===== src/logic/isaPkg.sv =====
package isaPkg;

   ///////////////////////////////////////////////////////////////////////////
   // Basic machine types
   ///////////////////////////////////////////////////////////////////////////
   typedef logic [15:0] wordT;             // Data, address or instruction word
   typedef logic [2:0]  regIdxT;           // One of eight registers

   // Legal opcodes, bits 15..11
   typedef enum logic [4:0] {
      OpHalt = 5'b00000,                   // Stop the core
      OpNop  = 5'b00001,                   // No operation
      OpJ    = 5'b00100,                   // PC+2 + Disp11
      OpAddi = 5'b01000,                   // Rt = Rs + Imm5
      OpSubi = 5'b01001,                   // Rt = Imm5 - Rs
      OpBeqz = 5'b01100,                   // Taken if Rs == 0
      OpBnez = 5'b01101,                   // Taken if Rs != 0
      OpSt   = 5'b10000,                   // Mem[Rs + Imm5] = Rt
      OpLd   = 5'b10001,                   // Rt = Mem[Rs + Imm5]
      OpLbi  = 5'b11000,                   // Rs = Imm8
      OpAlu  = 5'b11011                    // Rd = Rs op Rt
   } opcodeE;

   // Register-form function select, bits 1..0
   typedef enum logic [1:0] {
      FnAdd = 2'b00,                       // Rs + Rt
      FnSub = 2'b01,                       // Rt - Rs
      FnXor = 2'b10,
      FnAnd = 2'b11
   } aluFuncE;

   ///////////////////////////////////////////////////////////////////////////
   // Instruction field positions
   ///////////////////////////////////////////////////////////////////////////
   localparam int OpcodeMsb = 15;
   localparam int OpcodeLsb = 11;
   localparam int RsMsb     = 10;
   localparam int RsLsb     = 8;
   localparam int RtMsb     = 7;
   localparam int RtLsb     = 5;
   localparam int RdMsb     = 4;          // Register form only
   localparam int RdLsb     = 2;
   localparam int FuncMsb   = 1;
   localparam int FuncLsb   = 0;
   localparam int Imm5Msb   = 4;          // Doubles as sign bit
   localparam int Imm8Msb   = 7;
   localparam int Disp11Msb = 10;
   localparam int ImmLsb    = 0;          // All immediates start at bit 0

endpackage


===== src/logic/ctrlPkg.sv =====
package ctrlPkg;

   // One instruction walks through these in order
   typedef enum logic [2:0] {
      Fetch     = 3'd0,                    // Read instruction memory
      Decode    = 3'd1,                    // Fields, regs, control
      Execute   = 3'd2,                    // ALU and branch decision
      Memory    = 3'd3,                    // Data memory access
      Writeback = 3'd4,                    // Register file write
      Halted    = 3'd5,                    // Terminal after HALT
      Error     = 3'd6                     // Terminal after bad opcode
   } stageE;

   // Operation carried out by the execute unit
   typedef enum logic [3:0] {
      Add      = 4'd0,                     // Rs + operand B
      SubRev   = 4'd1,                     // Operand B - Rs
      Xor      = 4'd2,
      And      = 4'd3,
      PassImm  = 4'd4,                     // LBI
      AddrCalc = 4'd5,                     // Rs + Imm5 for LD/ST
      BranchZ  = 4'd6,
      BranchNz = 4'd7,
      Jump     = 4'd8,                     // Always taken
      None     = 4'd9
   } exOpE;

endpackage


===== src/logic/stageSequencer.sv =====
module stageSequencer (
   input  logic           clk,
   input  logic           rstN,
   input  logic           isHalt,          // Decoded HALT, valid in Decode
   input  logic           isIllegal,       // Unknown opcode, valid in Decode
   output ctrlPkg::stageE stage,
   output logic           halted,
   output logic           err
);
   import ctrlPkg::*;

   stageE nextStage;                       // Next-state value

   ///////////////////////////////////////////////////////////////////////////
   // State register
   ///////////////////////////////////////////////////////////////////////////
   always_ff @(posedge clk) begin
      if (!rstN) begin
         stage <= Fetch;                   // Start with a fetch
      end else begin
         stage <= nextStage;
      end
   end

   ///////////////////////////////////////////////////////////////////////////
   // Next-state logic
   ///////////////////////////////////////////////////////////////////////////
   always_comb begin
      nextStage = stage;                   // Terminal states hold
      case (stage)
         Fetch: begin
            nextStage = Decode;
         end
         Decode: begin
            if (isHalt) begin
               nextStage = Halted;         // HALT wins over illegal
            end else if (isIllegal) begin
               nextStage = Error;
            end else begin
               nextStage = Execute;
            end
         end
         Execute: begin
            nextStage = Memory;
         end
         Memory: begin
            nextStage = Writeback;
         end
         Writeback: begin
            nextStage = Fetch;             // Next instruction
         end
         Halted: begin
            nextStage = Halted;
         end
         Error: begin
            nextStage = Error;
         end
         default: begin
            nextStage = Error;             // Unused encoding 7
         end
      endcase
   end

   // Status straight from the state
   assign halted = (stage == Halted);
   assign err    = (stage == Error);

endmodule


===== src/logic/pcCounter.sv =====
module pcCounter #(
   parameter isaPkg::wordT ResetPc = 16'h0000  // Must be even
) (
   input  logic           clk,
   input  logic           rstN,
   input  ctrlPkg::stageE stage,
   input  logic           takeJump,        // Branch taken or J
   input  isaPkg::wordT   jumpTarget,      // PC+2 + offset
   output isaPkg::wordT   pc
);
   import ctrlPkg::*;

   localparam isaPkg::wordT PcStep = 16'd2; // One instruction word

   // Program counter
   // From Decode on, pc already holds PC+2 of the current instruction
   always_ff @(posedge clk) begin
      if (!rstN) begin
         pc <= ResetPc;
      end else if (stage == Fetch) begin
         pc <= pc + PcStep;                // Wraps at 64K
      end else if ((stage == Execute) && takeJump) begin
         pc <= jumpTarget;                 // Taken branch or jump
      end
   end

endmodule


===== src/logic/instrDecoder.sv =====
module instrDecoder (
   input  logic            clk,
   input  logic            rstN,
   input  ctrlPkg::stageE  stage,
   input  isaPkg::wordT    instr,          // From instruction memory
   output isaPkg::regIdxT  rsIdx,
   output isaPkg::regIdxT  rtIdx,
   output isaPkg::regIdxT  wrIdx,          // Destination register
   output isaPkg::wordT    imm,            // Sign extended
   output ctrlPkg::exOpE   exOp,
   output logic            useImm,         // Operand B is imm
   output logic            regWrite,
   output logic            memRead,        // LD, Memory stage only
   output logic            memWrite,       // ST, Memory stage only
   output logic            isHalt,
   output logic            isIllegal
);
   import isaPkg::*;
   import ctrlPkg::*;

   localparam wordT NopWord = {OpNop, 11'b0}; // Harmless value after reset

   wordT    instrQ;                        // Latched instruction
   opcodeE  opcode;
   aluFuncE func;
   wordT    imm5Se;
   wordT    imm8Se;
   wordT    disp11Se;
   logic    isLd;
   logic    isSt;

   // Instruction register, loaded at end of Fetch
   always_ff @(posedge clk) begin
      if (!rstN) begin
         instrQ <= NopWord;
      end else if (stage == Fetch) begin
         instrQ <= instr;
      end
   end

   ///////////////////////////////////////////////////////////////////////////
   // Field extraction
   ///////////////////////////////////////////////////////////////////////////
   assign opcode   = opcodeE'(instrQ[OpcodeMsb:OpcodeLsb]);
   assign func     = aluFuncE'(instrQ[FuncMsb:FuncLsb]);
   assign rsIdx    = instrQ[RsMsb:RsLsb];
   assign rtIdx    = instrQ[RtMsb:RtLsb];
   assign imm5Se   = {{11{instrQ[Imm5Msb]}}, instrQ[Imm5Msb:ImmLsb]};
   assign imm8Se   = {{8{instrQ[Imm8Msb]}}, instrQ[Imm8Msb:ImmLsb]};
   assign disp11Se = {{5{instrQ[Disp11Msb]}}, instrQ[Disp11Msb:ImmLsb]};

   ///////////////////////////////////////////////////////////////////////////
   // Control decode
   ///////////////////////////////////////////////////////////////////////////
   always_comb begin
      wrIdx     = instrQ[RtMsb:RtLsb];     // I-form default
      imm       = '0;
      exOp      = None;
      useImm    = 1'b0;
      regWrite  = 1'b0;
      isLd      = 1'b0;
      isSt      = 1'b0;
      isHalt    = 1'b0;
      isIllegal = 1'b0;
      case (opcode)
         OpHalt: isHalt = 1'b1;
         OpNop:  exOp = None;              // Walks all stages, no effect
         OpAddi, OpSubi: begin
            exOp     = (opcode == OpAddi) ? Add : SubRev;
            imm      = imm5Se;
            useImm   = 1'b1;
            regWrite = 1'b1;
         end
         OpLbi: begin
            wrIdx    = instrQ[RsMsb:RsLsb]; // LBI writes Rs
            exOp     = PassImm;
            imm      = imm8Se;
            useImm   = 1'b1;
            regWrite = 1'b1;
         end
         OpAlu: begin
            wrIdx    = instrQ[RdMsb:RdLsb];
            regWrite = 1'b1;
            case (func)
               FnAdd: exOp = Add;
               FnSub: exOp = SubRev;       // Rt - Rs
               FnXor: exOp = Xor;
               FnAnd: exOp = And;
            endcase
         end
         OpSt, OpLd: begin
            exOp     = AddrCalc;
            imm      = imm5Se;
            useImm   = 1'b1;
            regWrite = (opcode == OpLd);
            isLd     = (opcode == OpLd);
            isSt     = (opcode == OpSt);
         end
         OpBeqz: begin
            exOp = BranchZ;
            imm  = imm8Se;
         end
         OpBnez: begin
            exOp = BranchNz;
            imm  = imm8Se;
         end
         OpJ: begin
            exOp = Jump;
            imm  = disp11Se;
         end
         default: isIllegal = 1'b1;        // Outside opcodeE
      endcase
   end

   // One-cycle memory strobes
   assign memRead  = isLd & (stage == Memory);
   assign memWrite = isSt & (stage == Memory);

endmodule


===== src/logic/regFile.sv =====
module regFile (
   input  logic           clk,
   input  logic           rstN,
   input  ctrlPkg::stageE stage,
   input  isaPkg::regIdxT rsIdx,
   input  isaPkg::regIdxT rtIdx,
   input  isaPkg::regIdxT wrIdx,
   input  logic           regWrite,
   input  isaPkg::wordT   wrData,          // Result register
   output isaPkg::wordT   rsData,
   output isaPkg::wordT   rtData
);
   import isaPkg::*;
   import ctrlPkg::*;

   localparam int NumRegs = 8;

   wordT regs [NumRegs];                   // R0..R7, R0 is a normal register

   // Write port, Writeback only
   always_ff @(posedge clk) begin
      if (!rstN) begin
         for (int i = 0; i < NumRegs; i++) begin
            regs[i] <= '0;
         end
      end else if ((stage == Writeback) && regWrite) begin
         regs[wrIdx] <= wrData;
      end
   end

   // Read ports, combinational
   assign rsData = regs[rsIdx];
   assign rtData = regs[rtIdx];

endmodule


===== src/logic/execUnit.sv =====
module execUnit (
   input  logic           clk,
   input  logic           rstN,
   input  ctrlPkg::stageE stage,
   input  ctrlPkg::exOpE  exOp,
   input  logic           useImm,          // Select imm as operand B
   input  logic           memRead,         // LD in Memory stage
   input  isaPkg::wordT   rsData,
   input  isaPkg::wordT   rtData,
   input  isaPkg::wordT   imm,
   input  isaPkg::wordT   pc,              // Already PC+2
   input  isaPkg::wordT   memRdata,
   output isaPkg::wordT   result,          // ALU result or load data
   output isaPkg::wordT   jumpTarget,
   output logic           takeJump
);
   import isaPkg::*;
   import ctrlPkg::*;

   wordT opB;                              // Second ALU operand
   wordT aluOut;
   logic rsZero;

   assign opB    = useImm ? imm : rtData;
   assign rsZero = (rsData == '0);

   ///////////////////////////////////////////////////////////////////////////
   // ALU
   ///////////////////////////////////////////////////////////////////////////
   always_comb begin
      case (exOp)
         Add, AddrCalc: aluOut = rsData + opB; // Wraps mod 2^16
         SubRev:        aluOut = opB - rsData;
         Xor:           aluOut = rsData ^ opB;
         And:           aluOut = rsData & opB;
         PassImm:       aluOut = imm;      // LBI
         default:       aluOut = '0;       // Branches, jump, NOP
      endcase
   end

   ///////////////////////////////////////////////////////////////////////////
   // Branch decision and target
   ///////////////////////////////////////////////////////////////////////////
   always_comb begin
      case (exOp)
         BranchZ:  takeJump = rsZero;
         BranchNz: takeJump = !rsZero;
         Jump:     takeJump = 1'b1;
         default:  takeJump = 1'b0;
      endcase
   end

   assign jumpTarget = pc + imm;           // Relative to PC+2

   // Result register
   // ALU output at end of Execute, replaced by load data at end of Memory
   always_ff @(posedge clk) begin
      if (!rstN) begin
         result <= '0;
      end else if (stage == Execute) begin
         result <= aluOut;
      end else if (memRead) begin
         result <= memRdata;               // Writeback always uses result
      end
   end

endmodule


===== src/logic/proc.sv =====
module proc #(
   parameter isaPkg::wordT ResetPc = 16'h0000  // Reset vector, even
) (
   input  logic         clk,
   input  logic         rstN,
   input  isaPkg::wordT instr,             // Instruction memory data
   input  isaPkg::wordT memRdata,          // Data memory read data
   output isaPkg::wordT instrAddr,
   output isaPkg::wordT memAddr,
   output isaPkg::wordT memWdata,
   output logic         memWe,             // One cycle per ST
   output logic         memRe,             // One cycle per LD
   output logic         halted,
   output logic         err
);
   import isaPkg::*;
   import ctrlPkg::*;

   ///////////////////////////////////////////////////////////////////////////
   // Internal nets
   ///////////////////////////////////////////////////////////////////////////
   stageE  stage;
   wordT   pc;
   regIdxT rsIdx;
   regIdxT rtIdx;
   regIdxT wrIdx;
   wordT   imm;
   exOpE   exOp;
   logic   useImm;
   logic   regWrite;
   logic   memRead;                        // Already qualified by Memory
   logic   memWrite;
   logic   isHalt;
   logic   isIllegal;
   wordT   rsData;
   wordT   rtData;
   wordT   result;
   wordT   jumpTarget;
   logic   takeJump;

   stageSequencer iStageSeq (
      .clk(clk), .rstN(rstN),
      .isHalt(isHalt), .isIllegal(isIllegal),
      .stage(stage), .halted(halted), .err(err)
   );

   pcCounter #(.ResetPc(ResetPc)) iPcCounter (
      .clk(clk), .rstN(rstN), .stage(stage),
      .takeJump(takeJump), .jumpTarget(jumpTarget),
      .pc(pc)
   );

   instrDecoder iDecoder (
      .clk(clk), .rstN(rstN), .stage(stage), .instr(instr),
      .rsIdx(rsIdx), .rtIdx(rtIdx), .wrIdx(wrIdx), .imm(imm),
      .exOp(exOp), .useImm(useImm), .regWrite(regWrite),
      .memRead(memRead), .memWrite(memWrite),
      .isHalt(isHalt), .isIllegal(isIllegal)
   );

   regFile iRegFile (
      .clk(clk), .rstN(rstN), .stage(stage),
      .rsIdx(rsIdx), .rtIdx(rtIdx), .wrIdx(wrIdx),
      .regWrite(regWrite), .wrData(result),
      .rsData(rsData), .rtData(rtData)
   );

   execUnit iExecUnit (
      .clk(clk), .rstN(rstN), .stage(stage),
      .exOp(exOp), .useImm(useImm), .memRead(memRead),
      .rsData(rsData), .rtData(rtData), .imm(imm), .pc(pc),
      .memRdata(memRdata),
      .result(result), .jumpTarget(jumpTarget), .takeJump(takeJump)
   );

   // External buses
   assign instrAddr = pc;
   assign memAddr   = result;              // Address computed in Execute
   assign memWdata  = rtData;              // Store data is Rt
   assign memWe     = memWrite;
   assign memRe     = memRead;

endmodule


===== config.mk =====
export PLATFORM = sky130hd
export DESIGN_NAME = proc
export DESIGN_NICKNAME = d
export VERILOG_FILES = /design/src/logic/isaPkg.sv /design/src/logic/ctrlPkg.sv /design/src/logic/stageSequencer.sv /design/src/logic/pcCounter.sv /design/src/logic/instrDecoder.sv /design/src/logic/regFile.sv /design/src/logic/execUnit.sv /design/src/logic/proc.sv
export SDC_FILE = /design/constraint.sdc
export NUM_CORES = 1
export LEC_CHECK = 0
export BUFFER_PORTS_ARGS = -buffer_cell sky130_fd_sc_hd__buf_4
export CAP_MARGIN = 20
export CORE_ASPECT_RATIO = 1.5
export CORE_MARGIN = 2
export CORE_UTILIZATION = 62
export DETAILED_ROUTE_END_ITERATION = 7
export HOLD_SLACK_MARGIN = 0.05
export PLACE_DENSITY_LB_ADDON = 0.08
export SETUP_SLACK_MARGIN = 0.4
export SLEW_MARGIN = 30
export SYNTH_ARGS = -nofsm -noshare
export SYNTH_HDL_FRONTEND = slang
export SYNTH_SLANG_ARGS = --single-unit

===== constraint.sdc =====
create_clock -name clk -period 5.97 [get_ports clk]
set_clock_uncertainty 0.05 [all_clocks]
set_input_delay 1.194 -clock clk [delete_from_list [all_inputs] [get_ports clk]]
set_output_delay 1.194 -clock clk [all_outputs]
set_load 0.03 [all_outputs]

==> impl_metrics.json <==
{
  "synth-seq-area-share_pct": 41.14,
  "die-area_mm2": 0.02070,
  "syn-mean-instance-area_um2": 10.51,
  "postCtsHoldBufs": 0,
  "cp.arrival_ns": 4.96,
  "finalMaxSlewViolations": 0,
  "use_met2_pct": 62.07,
  "grt.busiest_layer": "met2",
  "synthesis.nets": 1237,
  "syn_to_final_growth_pct": 12.45,
  "first_iter_violations": 1039,
  "r2r_slack_ns": 1.32,
  "swShare_pct": 38.69,
  "routed_via_density": 6.517,
  "met3_usage_pct": 6.495,
  "gp_congestion": 0.9452,
  "use_met1_pct": 39.82,
  "num_rows": 62,
  "synth_edf_count": 128,
  "synth_ff_type": "edfxtp_1",
  "grt_util_all_layers_pct": 35.13,
  "root_buffer": "clkbuf_16",
  "synthAdderAreaFrac_pct": 5.287,
  "synth_mux_area_share_pct": 17.70,
  "yosysUniqueCellTypes": 72,
  "async_reset_ff_share_pct": 0,
  "nNetsFinal": 1311,
  "cp_cell_sequence": "nand2_1 > o31ai_1 > o21ai_2 > buf_4 > a211oi_2 > buf_4 > nand2_1 > o21ai_0 > ha_1 > nor2b_1 > o211ai_1 > a32oi_1 > a2111o_1 > a21oi_1 > xnor2_1 > a21oi_1 > a211oi_1",
  "fmax_ghz": 0.2153,
  "dpl_cell_area_mm2": 0.01307,
  "numCtsBuffers": 17,
  "syn_inst": 1153,
  "dr.pass1.iters": 5,
  "critPathMaxFanout": 20,
  "first_global_vias": 9758,
  "synth-seq-cells": 185,
  "grt_pass1_wl_mm": 54.48,
  "cts_max_path_buffers": 2,
  "p_leak_nw": 5.517,
  "post-route-period-util_pct": 77.82,
  "worstMarginPinSlew_ns": 0.8590,
  "hpwl_mm": 24.75,
  "synth_xor_area_share_pct": 2.530,
  "critical_path_required_ns": 6.28,
  "die_w_um": 118.1,
  "start_util_pct": 63.24,
  "fill_cells": 1486,
  "worstHoldPathType": "reg -> reg",
  "drc_errors": 0,
  "synth.area.top_cells": "edfxtp_1 (32%), mux4_2 (12%), dfxtp_1 (9.4%)",
  "synth_compound_area_share_pct": 12.23,
  "cts_max_level": 4,
  "vias": 9750,
  "yosysWarningCount": 0,
  "worst-setup-path-type": "reg -> reg",
  "dp_worst_setup_slack_ns": 1.493,
  "crit_slowest_cell": "dfxtp_1",
  "clockPowerShare_pct": 23.9,
  "cts_sinks": 185,
  "coreArea_mm2": 0.01916,
  "p_per_area_mw_per_mm2": 338.2,
  "period_needed_ns": 4.646,
  "power_frac_comb_pct": 40.8,
  "start_kind": "flip-flop",
  "seqPwrFrac_pct": 35.3,
  "synth_top_area_cell": "edfxtp_1",
  "cap_violations": 0,
  "num_io_pins": 86,
  "antenna_found_initial": 2,
  "insertion_delay_ns": 0.46,
  "final_hold_viol_count": 0,
  "end_kind": "flip-flop",
  "p_switching_mw": 1.783,
  "clk_pin_slew_ns": 0.08,
  "vdd_ir_drop_max_v": 0.0002565,
  "placement.io_buffers": 85,
  "critPathMaxStageDelay_ns": 0.76,
  "intPower_mw": 2.826,
  "n_antenna_cell": 0,
  "cts_tree": "done",
  "outcome": "finished, final reports clean",
  "setup-violations-final": 0,
  "gr-total-overflow": 0,
  "yosys.area.top_type_share_pct": 31.72,
  "grt_max_degree": 35,
  "final_area_mm2": 0.01363,
  "layout_setup_ws_ns": 1.324,
  "die_height_um": 175.2,
  "drt-wirelength-per-cell_um": 23.69,
  "rsz0062_at_grt": "no",
  "wl_mm": 35.44,
  "max_slew_margin_pct": 42.25,
  "synth_area_mm2": 0.01212,
  "drtAntennaViolNets": 0,
  "finalSetupTns_ns": 0,
  "postCtsSetupBuffers": 0,
  "synth_top_family_by_area": "multiplexers",
  "synthSimpleGateAreaFrac_pct": 17.59,
  "ctsResizeCount": 0,
  "drive_gt1_share_pct": 20.48
}
worst paths after layout:
path / from / end / cells after the start
min: iPcCounter.pc[15]$_SDFFE_PN0P_ / iPcCounter.pc[15]$_SDFFE_PN0P_ / 2
max reg2reg: iDecoder.instrQ[14]$_SDFFE_PN0P_ / iExecUnit.result[11]$_SDFFE_PN0P_ / 17
max: iDecoder.instrQ[14]$_SDFFE_PN0P_ / iExecUnit.result[11]$_SDFFE_PN0P_ / 17
min reg2reg: iPcCounter.pc[15]$_SDFFE_PN0P_ / iPcCounter.pc[15]$_SDFFE_PN0P_ / 2
power by group through the flow:
| stage | Combinational [mW] | Clock [mW] | Sequential [mW] |
|---|---|---|---|
| CTS | 1.86 | 1.11 | 1.62 |
| global placement | 1.83 | 0 | 1.64 |
| finish | 1.88 | 1.10 | 1.63 |
| floorplan | 1.39 | 0 | 1.59 |
| detailed placement | 1.84 | 0 | 1.65 |
| global route | 2.04 | 1.15 | 1.64 |
cell usage in the layout, fill, tap and decap left out, types with 25 or more instances in the layout:
cell,n
edfxtp_1,128
inv_1,41
nor3_1,25
o21ai_0,67
nor2_1,66
dfxtp_1,55
mux2i_1,41
and2_1,136
mux4_2,63
xnor2_1,29
ha_1,48
a21oi_1,65
mux2_2,28
buf_4,118
nand2_1,94
critical path, delay by kind of cell, from the launching register on:
kind | cells | cell delay, ns
AO/OA/AOI/OAI | 10 | 2.39
adder cells (fa/ha/maj) | 1 | 0.29
buffers and inverters | 2 | 0.50
AND/OR/NAND/NOR | 3 | 0.37
XOR/XNOR | 1 | 0.17
flip-flops | 1 | 0.76
logic make-up (layout without fill, tap and decap cells):
logic type               count (synthesis)  after routing
AO/OA/AOI/OAI                          241            241
multiplexers                           132            132
adder cells (fa/ha/maj)                 50             50
XOR/XNOR                                35             35
buffers and inverters                  105            192
AND/OR/NAND/NOR                        405            405
flip-flops                             185            185
cell usage after synthesis, types with 5 or more instances:
library cell,count
or3_1,8
and3_1,15
mux4_2,63
edfxtp_1,128
and2_1,136
clkbuf_1,49
mux2_2,28
nor2_1,66
o21ai_0,76
xnor2_1,29
ha_1,48
a31oi_1,15
xor2_1,6
a21o_1,10
inv_1,41
o21a_1,12
o211ai_1,5
a21oi_1,65
nand2_1,94
mux2i_1,41
a211oi_1,8
nand3_1,24
nand2b_1,11
dfxtp_1,57
buf_1,7
nor3_1,26
o22ai_1,7
stage by stage:
stage / hold WS, ns / util (%) / instances / power (mW)
2_1_floorplan: 0.3947 / - / 1153 / 2.973
3_3_place_gp: 0.4023 / 68.23 / 1464 / 3.473
3_5_place_dp: 0.4206 / 68.23 / 1464 / 3.492
4_1_cts: 0.4307 / 71.11 / 1496 / 4.591
5_1_grt: 0.4645 / 71.11 / 1496 / 4.834
6_report: 0.4361 / 71.11 / 1496 / 4.609
metal layers:
layer  wire [µm]  vias up
met2       18290      474
met4        1871        4
li1            -     4429
met5          20        -
met1       12600     4705
met3        2664      138
flip-flops by register name (all words and copies together) (netlist names), named ones only:
register,flops
iDecoder.instrQ,16
iExecUnit.result,16
iPcCounter.pc,16
iRegFile.regs,128
iStageSeq.stage,3
layout make-up:
class	instances	area [µm²]	area share [%]
multi-input cells	863	6723	49.34
flip-flops and latches	185	4987	36.60
repair buffers	118	885.9	6.501
clock buffers	18	429.2	3.150
well taps	256	320.3	2.351
inverters	42	157.7	1.157
clock inverters	14	122.6	0.8999
Power figures use the tool's default switching activity.
